--- config.mk ---
export PLATFORM = sky130hd
export DESIGN_NAME = pin_top
export DESIGN_NICKNAME = d
export VERILOG_FILES = /design/src/design/pinctl_pkg.sv /design/src/design/pin_top.sv /design/src/design/padring.sv /design/src/design/jtag_mux.sv /design/src/design/gpio_regs.sv
export VERILOG_INCLUDE_DIRS = /design/src /design/src/design
export SDC_FILE = /design/constraint.sdc
export NUM_CORES = 1
export LEC_CHECK = 0
export BUFFER_PORTS_ARGS = -buffer_cell sky130_fd_sc_hd__buf_4
export CAP_MARGIN = 20
export CORE_MARGIN = 1
export CORE_UTILIZATION = 45
export DETAILED_ROUTE_END_ITERATION = 10
export GPL_ROUTABILITY_DRIVEN = 0
export PLACE_DENSITY = 0.78
export SYNTH_ARGS = -nofsm -noshare
export SYNTH_HDL_FRONTEND = slang
export SYNTH_SLANG_ARGS = --single-unit
--- constraint.sdc ---
create_clock -name clk_i -period 4 [get_ports clk_i]
set_input_delay 1.2 -clock clk_i [delete_from_list [all_inputs] [get_ports clk_i]]
set_output_delay 1.2 -clock clk_i [all_outputs]
set_load 0.02 [all_outputs]
--- src/design/pinctl_macros.svh ---
/* Pad counts, strap and JTAG pad indices, register map and tie-off value
   for the pin control subsystem */
`ifndef PINCTL_MACROS_SVH
`define PINCTL_MACROS_SVH

// Pad counts
`define NUM_MIO      8
`define NUM_DIO      4
`define NUM_PADS     (`NUM_MIO + `NUM_DIO)

// Strap pad and JTAG pins, flat indices (DIO0 to DIO3)
`define JTAG_EN_IDX  7
`define TCK_IDX      8
`define TMS_IDX      9
`define TDI_IDX      10
`define TDO_IDX      11

// Core view of overlaid pads, TMS shares a chip select pad that idles high
`define TIE_OFF      12'h200

// Register map
`define ADDR_W       8
`define REG_OUT      8'h00
`define REG_OE       8'h04
`define REG_IN       8'h08
`define REG_STATUS   8'h0C
`define REG_ATTR0    8'h10

`endif
--- src/design/pinctl_pkg.sv ---
/* Pad attribute union, pad bundle struct,
   AXI4-Lite request and response structs */
`default_nettype none
`include "pinctl_macros.svh"

package pinctl_pkg;

  //////////////////////////////////////////////////
  // Pad side types
  //////////////////////////////////////////////////

  // One attribute byte per pad
  typedef union packed {
    logic [7:0] raw;          // As stored and read back
    struct packed {
      logic [4:0] rsvd;
      logic       od;         // Open drain, drives lows only
      logic       in_dis;     // Input reads 0
      logic       invert;     // Polarity swap on in and out
    } field;
  } pad_attr_u;

  typedef struct packed {
    logic [`NUM_PADS-1:0] out;
    logic [`NUM_PADS-1:0] oe;
    logic [`NUM_PADS-1:0] in;   // Flows back toward the core
  } pad_bus_t;

  //////////////////////////////////////////////////
  // AXI4-Lite
  //////////////////////////////////////////////////

  typedef struct packed {
    logic              awvalid;
    logic [`ADDR_W-1:0] awaddr;
    logic              wvalid;
    logic [31:0]       wdata;
    logic [3:0]        wstrb;
    logic              bready;
    logic              arvalid;
    logic [`ADDR_W-1:0] araddr;
    logic              rready;
  } axi_req_t;

  typedef struct packed {
    logic        awready;
    logic        wready;
    logic        bvalid;
    logic [1:0]  bresp;
    logic        arready;
    logic        rvalid;
    logic [31:0] rdata;
    logic [1:0]  rresp;
  } axi_rsp_t;

endpackage

`default_nettype wire

--- src/design/pin_top.sv ---
/* Board-level pin control top: register block, JTAG overlay mux
   and pad ring */
`timescale 1ns/10ps
`default_nettype none
`include "pinctl_macros.svh"

module pin_top (
  input  logic                  clk_i,
  input  logic                  rst_i,
  // AXI4-Lite register port
  input  pinctl_pkg::axi_req_t  axi_req_i,
  output pinctl_pkg::axi_rsp_t  axi_rsp_o,
  // Pad pins
  input  logic [`NUM_PADS-1:0]  pad_i,
  output logic [`NUM_PADS-1:0]  pad_o,
  output logic [`NUM_PADS-1:0]  pad_oe_o,
  // JTAG port
  output logic                  jtag_tck_o,
  output logic                  jtag_tms_o,
  output logic                  jtag_tdi_o,
  input  logic                  jtag_tdo_i
);
  import pinctl_pkg::*;

  pad_bus_t                  core_bus;   // Register block side
  pad_bus_t                  ring_bus;   // Pad ring side
  pad_attr_u [`NUM_PADS-1:0] pad_attr;
  logic                      jtag_active;

  //////////////////////////////////////////////////
  // Register block
  //////////////////////////////////////////////////

  gpio_regs u_regs (
    .clk_i         ( clk_i         ),
    .rst_i         ( rst_i         ),
    .axi_req_i     ( axi_req_i     ),
    .axi_rsp_o     ( axi_rsp_o     ),
    .core_out_o    ( core_bus.out  ),
    .core_oe_o     ( core_bus.oe   ),
    .core_in_i     ( core_bus.in   ),
    .jtag_active_i ( jtag_active   ),
    .attr_o        ( pad_attr      )
  );

  //////////////////////////////////////////////////
  // JTAG overlay
  //////////////////////////////////////////////////

  jtag_mux u_jtag_mux (
    .core_out_i    ( core_bus.out  ),
    .core_oe_i     ( core_bus.oe   ),
    .core_in_o     ( core_bus.in   ),
    .ring_out_o    ( ring_bus.out  ),
    .ring_oe_o     ( ring_bus.oe   ),
    .ring_in_i     ( ring_bus.in   ),
    .jtag_tck_o    ( jtag_tck_o    ),
    .jtag_tms_o    ( jtag_tms_o    ),
    .jtag_tdi_o    ( jtag_tdi_o    ),
    .jtag_tdo_i    ( jtag_tdo_i    ),
    .jtag_active_o ( jtag_active   )
  );

  //////////////////////////////////////////////////
  // Pad ring
  //////////////////////////////////////////////////

  padring u_padring (
    .pad_i         ( pad_i         ),
    .pad_o         ( pad_o         ),
    .pad_oe_o      ( pad_oe_o      ),
    .ring_out_i    ( ring_bus.out  ),
    .ring_oe_i     ( ring_bus.oe   ),
    .ring_in_o     ( ring_bus.in   ),
    .attr_i        ( pad_attr      )
  );

endmodule

`default_nettype wire

--- src/design/padring.sv ---
/* Pad ring model: per-pad inversion, input disable and open drain
   between the pad pins and the inner pad bundle */
`timescale 1ns/10ps
`default_nettype none
`include "pinctl_macros.svh"

module padring (
  // Pins
  input  logic [`NUM_PADS-1:0]                  pad_i,
  output logic [`NUM_PADS-1:0]                  pad_o,
  output logic [`NUM_PADS-1:0]                  pad_oe_o,
  // Inner side
  input  logic [`NUM_PADS-1:0]                  ring_out_i,
  input  logic [`NUM_PADS-1:0]                  ring_oe_i,
  output logic [`NUM_PADS-1:0]                  ring_in_o,
  // Per-pad attributes
  input  pinctl_pkg::pad_attr_u [`NUM_PADS-1:0] attr_i
);

  localparam int unsigned NumPads = `NUM_PADS;

  //////////////////////////////////////////////////
  // Pad cells
  //////////////////////////////////////////////////

  for (genvar i = 0; i < NumPads; i++) begin : g_pad
    logic inv;
    logic drv;    // Output level after inversion

    assign inv = attr_i[i].field.invert;
    assign drv = ring_out_i[i] ^ inv;

    // Input path, disable wins over inversion
    assign ring_in_o[i] = attr_i[i].field.in_dis ? 1'b0 : (pad_i[i] ^ inv);

    // Open drain pulls low by enabling the driver only for a 0
    assign pad_o[i]    = attr_i[i].field.od ? 1'b0 : drv;
    assign pad_oe_o[i] = attr_i[i].field.od ? (ring_oe_i[i] & ~drv)
                                            : ring_oe_i[i];
  end

endmodule

`default_nettype wire

--- src/design/jtag_mux.sv ---
/* JTAG overlay multiplexer: strap pad hands DIO0 to DIO3 to the JTAG port
   and ties off the core view of those pads */
`timescale 1ns/10ps
`default_nettype none
`include "pinctl_macros.svh"

module jtag_mux (
  // Core side
  input  logic [`NUM_PADS-1:0] core_out_i,
  input  logic [`NUM_PADS-1:0] core_oe_i,
  output logic [`NUM_PADS-1:0] core_in_o,
  // Pad ring side
  output logic [`NUM_PADS-1:0] ring_out_o,
  output logic [`NUM_PADS-1:0] ring_oe_o,
  input  logic [`NUM_PADS-1:0] ring_in_i,
  // JTAG port
  output logic                 jtag_tck_o,
  output logic                 jtag_tms_o,
  output logic                 jtag_tdi_o,
  input  logic                 jtag_tdo_i,
  output logic                 jtag_active_o
);

  localparam int unsigned          NumPads = `NUM_PADS;
  localparam logic [NumPads-1:0]   OvlMask = (NumPads'(1) << `TCK_IDX) |
                                             (NumPads'(1) << `TMS_IDX) |
                                             (NumPads'(1) << `TDI_IDX) |
                                             (NumPads'(1) << `TDO_IDX);
  localparam logic [NumPads-1:0]   TieOff  = `TIE_OFF;

  assign jtag_active_o = ring_in_i[`JTAG_EN_IDX];  // Strap high selects JTAG

  // Core sees fixed values on the overlaid pads
  assign core_in_o = jtag_active_o ? ((ring_in_i & ~OvlMask) | (TieOff & OvlMask))
                                   : ring_in_i;

  always_comb begin
    ring_out_o = core_out_i;
    ring_oe_o  = core_oe_i;
    if (jtag_active_o) begin
      ring_out_o = core_out_i & ~OvlMask;  // Core blocked on all four
      ring_oe_o  = core_oe_i & ~OvlMask;   // TCK, TMS, TDI become inputs
      ring_out_o[`TDO_IDX] = jtag_tdo_i;
      ring_oe_o[`TDO_IDX]  = 1'b1;
    end
  end

  // JTAG inputs idle low outside the overlay
  assign jtag_tck_o = jtag_active_o & ring_in_i[`TCK_IDX];
  assign jtag_tms_o = jtag_active_o & ring_in_i[`TMS_IDX];
  assign jtag_tdi_o = jtag_active_o & ring_in_i[`TDI_IDX];

endmodule

`default_nettype wire

--- src/design/gpio_regs.sv ---
/* AXI4-Lite register block: output, enable and attribute registers,
   two-flop input synchroniser, JTAG status */
`timescale 1ns/10ps
`default_nettype none
`include "pinctl_macros.svh"

module gpio_regs (
  input  logic                                  clk_i,
  input  logic                                  rst_i,
  input  pinctl_pkg::axi_req_t                  axi_req_i,
  output pinctl_pkg::axi_rsp_t                  axi_rsp_o,
  output logic [`NUM_PADS-1:0]                  core_out_o,
  output logic [`NUM_PADS-1:0]                  core_oe_o,
  input  logic [`NUM_PADS-1:0]                  core_in_i,
  input  logic                                  jtag_active_i,
  output pinctl_pkg::pad_attr_u [`NUM_PADS-1:0] attr_o
);
  import pinctl_pkg::*;

  localparam logic [1:0]       RespOkay   = 2'b00;
  localparam logic [1:0]       RespSlvErr = 2'b10;
  localparam int unsigned      WordW      = `ADDR_W - 2;
  localparam int unsigned      IdxW       = $clog2(`NUM_PADS);
  localparam logic [WordW-1:0] AttrBase   = WordW'(`REG_ATTR0 >> 2);
  localparam logic [WordW-1:0] AttrEnd    = AttrBase + WordW'(`NUM_PADS);

  // Attribute window lookup, hit flag on top of the pad index
  function automatic logic [IdxW:0] attr_lookup(input logic [`ADDR_W-1:0] addr);
    logic [WordW-1:0] word;
    logic [WordW-1:0] off;
    word = addr[`ADDR_W-1:2];
    off  = word - AttrBase;
    return {(word >= AttrBase) && (word < AttrEnd), off[IdxW-1:0]};
  endfunction

  // Byte lane merge of a write into a pad-wide register
  function automatic logic [`NUM_PADS-1:0] merge_bytes(input logic [`NUM_PADS-1:0] old,
                                                       input logic [31:0]          data,
                                                       input logic [3:0]           strb);
    logic [31:0] res;
    res = 32'(old);
    for (int b = 0; b < 4; b++) begin
      if (strb[b]) begin
        res[8*b +: 8] = data[8*b +: 8];
      end
    end
    return res[`NUM_PADS-1:0];
  endfunction

  logic                      wr_hs, rd_hs;
  logic [IdxW:0]             wr_attr, rd_attr;
  logic                      wr_out, wr_oe, wr_err;
  logic [31:0]               rd_data;
  logic                      rd_err;
  logic [`NUM_PADS-1:0]      out_q, oe_q;
  pad_attr_u [`NUM_PADS-1:0] attr_q;
  logic [`NUM_PADS-1:0]      in_meta_q, in_sync_q;
  logic                      bvalid_q, rvalid_q;
  logic [1:0]                bresp_q, rresp_q;
  logic [31:0]               rdata_q;

  //////////////////////////////////////////////////
  // Decode
  //////////////////////////////////////////////////

  assign wr_hs   = axi_req_i.awvalid & axi_req_i.wvalid & ~bvalid_q;
  assign rd_hs   = axi_req_i.arvalid & ~rvalid_q;
  assign wr_attr = attr_lookup(axi_req_i.awaddr);
  assign rd_attr = attr_lookup(axi_req_i.araddr);
  assign wr_out  = (axi_req_i.awaddr == `REG_OUT);
  assign wr_oe   = (axi_req_i.awaddr == `REG_OE);
  assign wr_err  = ~(wr_out | wr_oe | wr_attr[IdxW]);  // IN and STATUS are read-only

  always_comb begin
    rd_data = '0;
    rd_err  = 1'b0;
    if (axi_req_i.araddr == `REG_OUT) begin
      rd_data[`NUM_PADS-1:0] = out_q;
    end else if (axi_req_i.araddr == `REG_OE) begin
      rd_data[`NUM_PADS-1:0] = oe_q;
    end else if (axi_req_i.araddr == `REG_IN) begin
      rd_data[`NUM_PADS-1:0] = in_sync_q;
    end else if (axi_req_i.araddr == `REG_STATUS) begin
      rd_data[0] = jtag_active_i;
    end else if (rd_attr[IdxW]) begin
      rd_data[7:0] = attr_q[rd_attr[IdxW-1:0]].raw;
    end else begin
      rd_err = 1'b1;
    end
  end

  //////////////////////////////////////////////////
  // Registers
  //////////////////////////////////////////////////

  always_ff @(posedge clk_i) begin
    if (rst_i) begin
      out_q  <= '0;
      oe_q   <= '0;
      attr_q <= '0;
    end else if (wr_hs && !wr_err) begin
      if (wr_out) begin
        out_q <= merge_bytes(out_q, axi_req_i.wdata, axi_req_i.wstrb);
      end
      if (wr_oe) begin
        oe_q <= merge_bytes(oe_q, axi_req_i.wdata, axi_req_i.wstrb);
      end
      if (wr_attr[IdxW] && axi_req_i.wstrb[0]) begin
        attr_q[wr_attr[IdxW-1:0]].raw <= axi_req_i.wdata[7:0];  // Byte 0 only
      end
    end
  end

  // Pad input synchroniser
  always_ff @(posedge clk_i) begin
    in_meta_q <= core_in_i;
    in_sync_q <= in_meta_q;
  end

  // Response valids
  always_ff @(posedge clk_i) begin
    if (rst_i) begin
      bvalid_q <= 1'b0;
      rvalid_q <= 1'b0;
    end else begin
      if (wr_hs) begin
        bvalid_q <= 1'b1;
      end else if (axi_req_i.bready) begin
        bvalid_q <= 1'b0;
      end
      if (rd_hs) begin
        rvalid_q <= 1'b1;
      end else if (axi_req_i.rready) begin
        rvalid_q <= 1'b0;
      end
    end
  end

  // Response payload, held while valid
  always_ff @(posedge clk_i) begin
    if (wr_hs) begin
      bresp_q <= wr_err ? RespSlvErr : RespOkay;
    end
    if (rd_hs) begin
      rdata_q <= rd_data;
      rresp_q <= rd_err ? RespSlvErr : RespOkay;
    end
  end

  always_comb begin
    axi_rsp_o.awready = wr_hs;
    axi_rsp_o.wready  = wr_hs;
    axi_rsp_o.bvalid  = bvalid_q;
    axi_rsp_o.bresp   = bresp_q;
    axi_rsp_o.arready = rd_hs;
    axi_rsp_o.rvalid  = rvalid_q;
    axi_rsp_o.rdata   = rdata_q;
    axi_rsp_o.rresp   = rresp_q;
  end

  assign core_out_o = out_q;
  assign core_oe_o  = oe_q;
  assign attr_o     = attr_q;

endmodule

`default_nettype wire

==> impl_metrics.py, run 1 <==
metrics = {
    "outcome": {
        "result_of_the_run": "finished clean",
    },
    "min_path": {
        "worstHoldStart": "u_regs.in_meta_q[8]",
        "hold_depth": 0,
        "hold_path_end": "u_regs.in_sync_q[8]",
        "min_path_type": "flop to flop",
    },
    "yosys": {
        "syn-mean-instance-area_um2": 9.846,
        "yosysSeqAreaShare_pct": 43.98,
        "most_common_flop_cell_mapped_by_yosys": "dfxtp_1",
        "post_synth_inst_count": 772,
        "yosys.area.top_type_share_pct": 38.45,
        "synth-edff-count": 14,
        "mappedNetlistArea_um2": 7601,
        "library_cell_occupying_the_most_area_in_the_post_synthesis_netlist": "dfxtp_1",
        "synth_seq_cells": 160,
        "yosysWarningCount": 0,
        "synthDistinctLibCells": 50,
        "biggest_area_contributors_in_the_synthesized_netlist": "dfxtp_1, mux2i_1, nor2_1",
        "share_of_flip_flops_with_an_asynchronous_set_or_reset_after_synthesis_pct": 0,
    },
    "power_and_ir_drop": {
        "power.density_cell_area_nw_per_um2": 382.4,
        "power.leakage_nw": 3.996,
        "vdd_ir_drop_max_mv": 0.3038,
        "finalPower_mw": 3.416,
    },
    "timing": {
        "finalClockSkew_ps": 7.129,
        "whs_ps": 323.1,
        "grt_setup_unrepaired": "no",
        "fin_crit_ps": 3662,
        "fin_setup_tns_ps": 0,
        "setup_viol": 0,
        "clock.fmax_mhz": 273.1,
        "slew_violations": 0,
        "timing.final.hold_violations": 0,
        "max-slew-margin-rel_pct": 42.06,
        "final.period_utilization_pct": 91.54,
        "transition_time_at_the_pin_with_the_least_slew_margin_ps": 862.6,
    },
    "worst_setup_path": {
        "worst-endpoint-required_ps": 2800,
        "setup.worst_path.start_class": "input port",
        "stage_delay_of_the_slowest_cell_on_the_critical_path_ps": 350,
        "ff2ff_setup_slack_ps": 1690,
        "worstRegToRegCells": 5,
        "cp_cell_sequence": "buf_4, xnor2_1, buf_4, nor3b_1, nor3_1, o32a_1, buf_4",
        "worst_setup_path_end_kind": "output pin",
        "critical_path_arrival_ps": 2460,
        "critPathKind": "input port to output pin",
        "worst_path_max_delay_cell": "o32a_1",
        "timing.critical_path.mode_cell": "buf_4",
        "reg2reg_from": "u_regs.bvalid_q",
        "regToRegEndpoint": "u_regs.attr_o[43]",
        "critical_path_peak_fanout": 7,
    },
    "clocking": {
        "cts_max_level": 4,
        "cts.reportedPaths.clkPinSlew_ps": 60,
        "clock_sink_count": 160,
        "root_buffer": "clkbuf_16",
        "cts_setup_buffers": 0,
        "post_cts_resized": 0,
        "post_cts_hold_buffer_count": 0,
        "numCtsBuffers": 17,
        "tritoncts_clock_tree": "done",
        "worst_skew_pair.late_latency_ps": 420,
        "cts-root-to-sink-buffers": 2,
    },
    "floorplan": {
        "std_cell_rows": 47,
        "fp.coreArea_um2": 16520,
        "die_y_um": 132.0,
        "die_w_um": 132.0,
        "design.portCount": 140,
        "die-area_um2": 17410,
        "floorplan.initialDensity_pct": 46.00,
    },
    "drt": {
        "detail_route.wl_per_cell_um": 17.47,
        "via_per_inst": 5.371,
        "residual_drc": 0,
        "wl_um": 18840,
        "firstDrtPassIters": 5,
        "ant_nets": 0,
        "drt_first_iter_violations": 546,
        "num_vias": 5790,
    },
    "global_routing": {
        "grt_usage_pct": 22.38,
        "grt_first_pass_wirelength_um": 29790,
        "globalRouteOverflowTotal": 0,
        "pin_count_of_the_biggest_net_entering_global_routing": 56,
        "grt_antenna_before_repair": 0,
        "vias_in_the_first_global_route": 5477,
    },
    "placed_design": {
        "dp_hpwl_um": 13330,
        "io_buffers": 95,
        "placed_cell_area_um2": 8402,
    },
    "cells_and_area": {
        "antenna_diode_count": 0,
        "final_common_cell": "mux2i_1",
        "finalNetCount": 920,
        "postLayoutCellArea_um2": 8932,
        "layout.core_utilization_pct": 54.05,
        "flow.area_growth_from_synthesis_pct": 17.51,
        "drive_gt1_share_pct": 17.95,
        "mostFrequentLayoutCells": "mux2i_1, dfxtp_1, nor2_1",
    },
    "run": {
        "timing.max_cap.violations": 0,
    },
}
[how the worst max path moves through the flow]
stage,endpoint,start,slack [ps],cells after the start
floorplan,pad_o[11],pad_i[7],540,4
global placement,pad_oe_o[11],pad_i[7],350,7
detailed placement,pad_oe_o[11],pad_i[7],350,7
CTS,pad_oe_o[11],pad_i[7],340,7
global route,pad_oe_o[11],pad_i[7],290,7
finish,pad_oe_o[11],pad_i[7],340,7
[cell usage after synthesis, drive strengths merged (2+ instances only)]
| master | number |
|---|---|
| nand3 | 3 |
| nor2b | 14 |
| and2 | 3 |
| a22oi | 8 |
| buf | 46 |
| nand4 | 10 |
| or3b | 2 |
| dfxtp | 146 |
| o21ai | 6 |
| or2 | 2 |
| o41ai | 6 |
| nor3 | 6 |
| a21oi | 6 |
| edfxtp | 14 |
| xor2 | 9 |
| nand2 | 24 |
| clkbuf | 29 |
| and3 | 5 |
| nor4b | 2 |
| mux4 | 9 |
| inv | 13 |
| nand3b | 2 |
| nor4 | 2 |
| o22ai | 2 |
| mux2i | 154 |
| o211ai | 7 |
| ha | 3 |
| o2bb2ai | 7 |
| nor2 | 142 |
| o221ai | 3 |
| xnor2 | 17 |
| nand2b | 42 |
| nor3b | 4 |
| a211oi | 7 |
| o21a | 9 |
[metal layers]
metal  global-route usage, %  share of wire, %  vias up
met5                       0                 0        -
met4                   8.204               2.1        0
met3                   5.459               6.5       33
met2                   35.42                47      220
met1                   29.60                44     2772
li1                        -                 -     2765
[layout make-up]
cell class / instances / area [µm²]
repair buffers: 108 / 835.8
clock buffers: 20 / 436.7
fillers: 1471 / 7592
multi-input cells: 545 / 3899
well taps: 220 / 275.3
flip-flops and latches: 160 / 3343
inverters: 13 / 48.80
clock inverters: 12 / 93.84
[kinds of logic (layout without fill, tap and decap cells)]
family                     Yosys count  in the layout  share of synthesized area, %
adders and majority gates            3              3                        0.4939
xor gates and xnor gates            26             26                         2.996
DFF                                160            160                         43.98
muxes                              164            164                         23.09
other                                1             22                       0.04934
AOI/OAI and AO/OA                   66             66                         6.568
buffers and inverters               88            153                         5.926
and+or+nand+nor                    264            264                         16.89
[per-stage QoR]
step | cells | worst slack, ps
after floorplan | 793 | 535.5
after global placement | 1046 | 347.1
after detailed placement | 1046 | 348.8
after CTS | 1078 | 337.6
after global routing | 1078 | 290.4
final | 1078 | 338.3
[worst max-delay path, delay by kind of cell]
family	cells	cell delay (ps)
AOI/OAI and AO/OA	1	350
xor gates and xnor gates	1	120
buffers and inverters	3	450
and+or+nand+nor	2	340
[state kept, by name (all words and copies together) (netlist names)]
name / flops
u_regs.bresp_q: 1
u_regs.core_out_o: 12
u_regs.attr_o: 96
u_regs.core_oe_o: 12
u_regs.in_meta_q: 12
u_regs.rresp_q: 1
u_regs.rvalid_q: 1
u_regs.rdata_q: 12
u_regs.in_sync_q: 12
u_regs.bvalid_q: 1
[where the power goes]
group	total (mW)	internal (mW)	switching (mW)
Sequential	1.65	1.64	0.00698
Combinational	0.294	0.110	0.184
Clock	1.47	0.845	0.630
Total	3.42	2.60	0.821
Power figures use the tool's default switching activity.
==> run 2: changes to the inputs <==
Settings changed: REMOVE_ABC_BUFFERS set to 1.
==> impl_metrics.py, run 2 (synthesis results as in run 1) <==
metrics = {
    "outcome": {
        "result_of_the_run": "finished clean",
    },
    "global_routing": {
        "grt_usage_pct": 22.07,
        "globalRouteOverflowTotal": 0,
        "vias_in_the_first_global_route": 5568,
        "grt_antenna_before_repair": 0,
        "grt_first_pass_wirelength_um": 29500,
        "pin_count_of_the_biggest_net_entering_global_routing": 56,
    },
    "worst_setup_path": {
        "critical_path_peak_fanout": 7,
        "setup.worst_path.start_class": "input port",
        "critical_path_arrival_ps": 2440,
        "critPathKind": "input port to output pin",
        "worst-endpoint-required_ps": 2800,
        "stage_delay_of_the_slowest_cell_on_the_critical_path_ps": 350,
        "worst_path_max_delay_cell": "o32a_1",
        "cp_cell_sequence": "buf_4, xnor2_1, buf_4, nor3b_1, nor3_1, o32a_1, buf_4",
        "timing.critical_path.mode_cell": "buf_4",
        "worst_setup_path_end_kind": "output pin",
    },
    "timing": {
        "fin_crit_ps": 3639,
        "final.period_utilization_pct": 90.97,
        "grt_setup_unrepaired": "no",
        "max-slew-margin-rel_pct": 40.47,
        "clock.fmax_mhz": 274.8,
        "finalClockSkew_ps": 13.39,
        "fin_setup_tns_ps": 0,
        "transition_time_at_the_pin_with_the_least_slew_margin_ps": 886.3,
        "slew_violations": 0,
        "timing.final.hold_violations": 0,
        "setup_viol": 0,
    },
    "placed_design": {
        "dp_hpwl_um": 12960,
        "io_buffers": 95,
    },
    "clocking": {
        "tritoncts_clock_tree": "done",
        "numCtsBuffers": 17,
        "cts-root-to-sink-buffers": 2,
        "worst_skew_pair.late_latency_ps": 430,
        "cts_setup_buffers": 0,
        "clock_sink_count": 160,
        "post_cts_resized": 0,
        "cts_max_level": 4,
        "root_buffer": "clkbuf_16",
        "cts.reportedPaths.clkPinSlew_ps": 70,
        "post_cts_hold_buffer_count": 0,
    },
    "run": {
        "timing.max_cap.violations": 0,
    },
    "cells_and_area": {
        "final_common_cell": "mux2i_1",
        "mostFrequentLayoutCells": "mux2i_1, dfxtp_1, nor2_1",
        "layout.core_utilization_pct": 54.71,
        "antenna_diode_count": 0,
        "drive_gt1_share_pct": 19.31,
        "max_reg_flops": 96,
        "finalNetCount": 927,
        "flow.area_growth_from_synthesis_pct": 18.95,
    },
    "floorplan": {
        "die_w_um": 132.0,
        "fp.coreArea_um2": 16520,
        "std_cell_rows": 47,
        "die_y_um": 132.0,
        "design.portCount": 140,
        "die-area_um2": 17410,
        "floorplan.initialDensity_pct": 46.00,
    },
    "drt": {
        "wl_um": 18930,
        "num_vias": 5835,
        "firstDrtPassIters": 5,
        "via_per_inst": 5.378,
        "detail_route.wl_per_cell_um": 17.44,
        "drt_first_iter_violations": 538,
        "residual_drc": 0,
        "ant_nets": 0,
    },
    "power_and_ir_drop": {
        "power.switching_uw": 869.4,
        "p_comb_share_pct": 8.3,
        "vdd_ir_drop_max_mv": 0.3370,
        "seqPwrFrac_pct": 46.3,
        "intPower_mw": 2.691,
        "clockPowerShare_pct": 45.4,
        "power.leakage_nw": 4.065,
        "switching_share_pct": 24.42,
        "power.density_cell_area_nw_per_um2": 393.8,
    },
    "min_path": {
        "min_path_type": "flop to flop",
    },
}
[run 2: worst paths after layout]
| path | start | endpoint | cells after the start | slack, ps |
|---|---|---|---|---|
| max | pad_i[7] | pad_oe_o[11] | 7 | 360 |
| min | u_regs.in_meta_q[6] | u_regs.in_sync_q[6] | 0 | 320 |
| min reg2reg | u_regs.in_meta_q[6] | u_regs.in_sync_q[6] | 0 | 320 |
| max reg2reg | u_regs.bvalid_q | u_regs.attr_o[3] | 5 | 1630 |
[run 2: cell type report]
class | count | area [µm²]
fill | 1398 | 7483
multi-input combinational | 545 | 3899
sequential | 160 | 3343
timing repair buffer | 115 | 875.8
clock buffer | 19 | 475.5
tap | 220 | 275.3
clock inverter | 13 | 123.9
inverter | 13 | 48.80
[run 2: through the flow]
stage | std cells | hold WS, ps | power (mW) | area [µm²] | setup WS (ps)
finish | 1085 | 323.8 | 3.560 | 9041 | 361.2
global route | 1085 | 330.5 | 3.679 | 9041 | 297.4
CTS | 1085 | 327.0 | 3.581 | 9041 | 360.2
detailed placement | 1053 | 312.1 | 1.976 | 8442 | 365.9
global placement | 1053 | 310.7 | 1.972 | 8442 | 379.7
floorplan | 718 | 309.6 | 1.815 | 7278 | 523.1
[run 2: worst max-delay path, delay by kind of cell]
family	cells	cell delay [ps]
buf+inv	3	440
compound gates	1	350
simple gates	2	340
xor+xnor	1	110
[run 2: power by group through the flow]
stage          logic (mW)  clock network, mW  registers [mW]
6_report            0.296               1.62            1.65
5_1_grt             0.316               1.71            1.65
4_1_cts             0.294               1.64            1.65
3_5_place_dp        0.292                  0            1.68
3_3_place_gp        0.289                  0            1.68
2_1_floorplan       0.122                  0            1.69
[run 2: routing by layer]
metal  GRT usage (%)  up-vias  share of wire, %
met1           26.45     2819                41
met3           5.037       36               5.9
li1                -     2781                 -
met5               0        -                 0
met4           10.34        0               3.4
met2           37.48      199                49
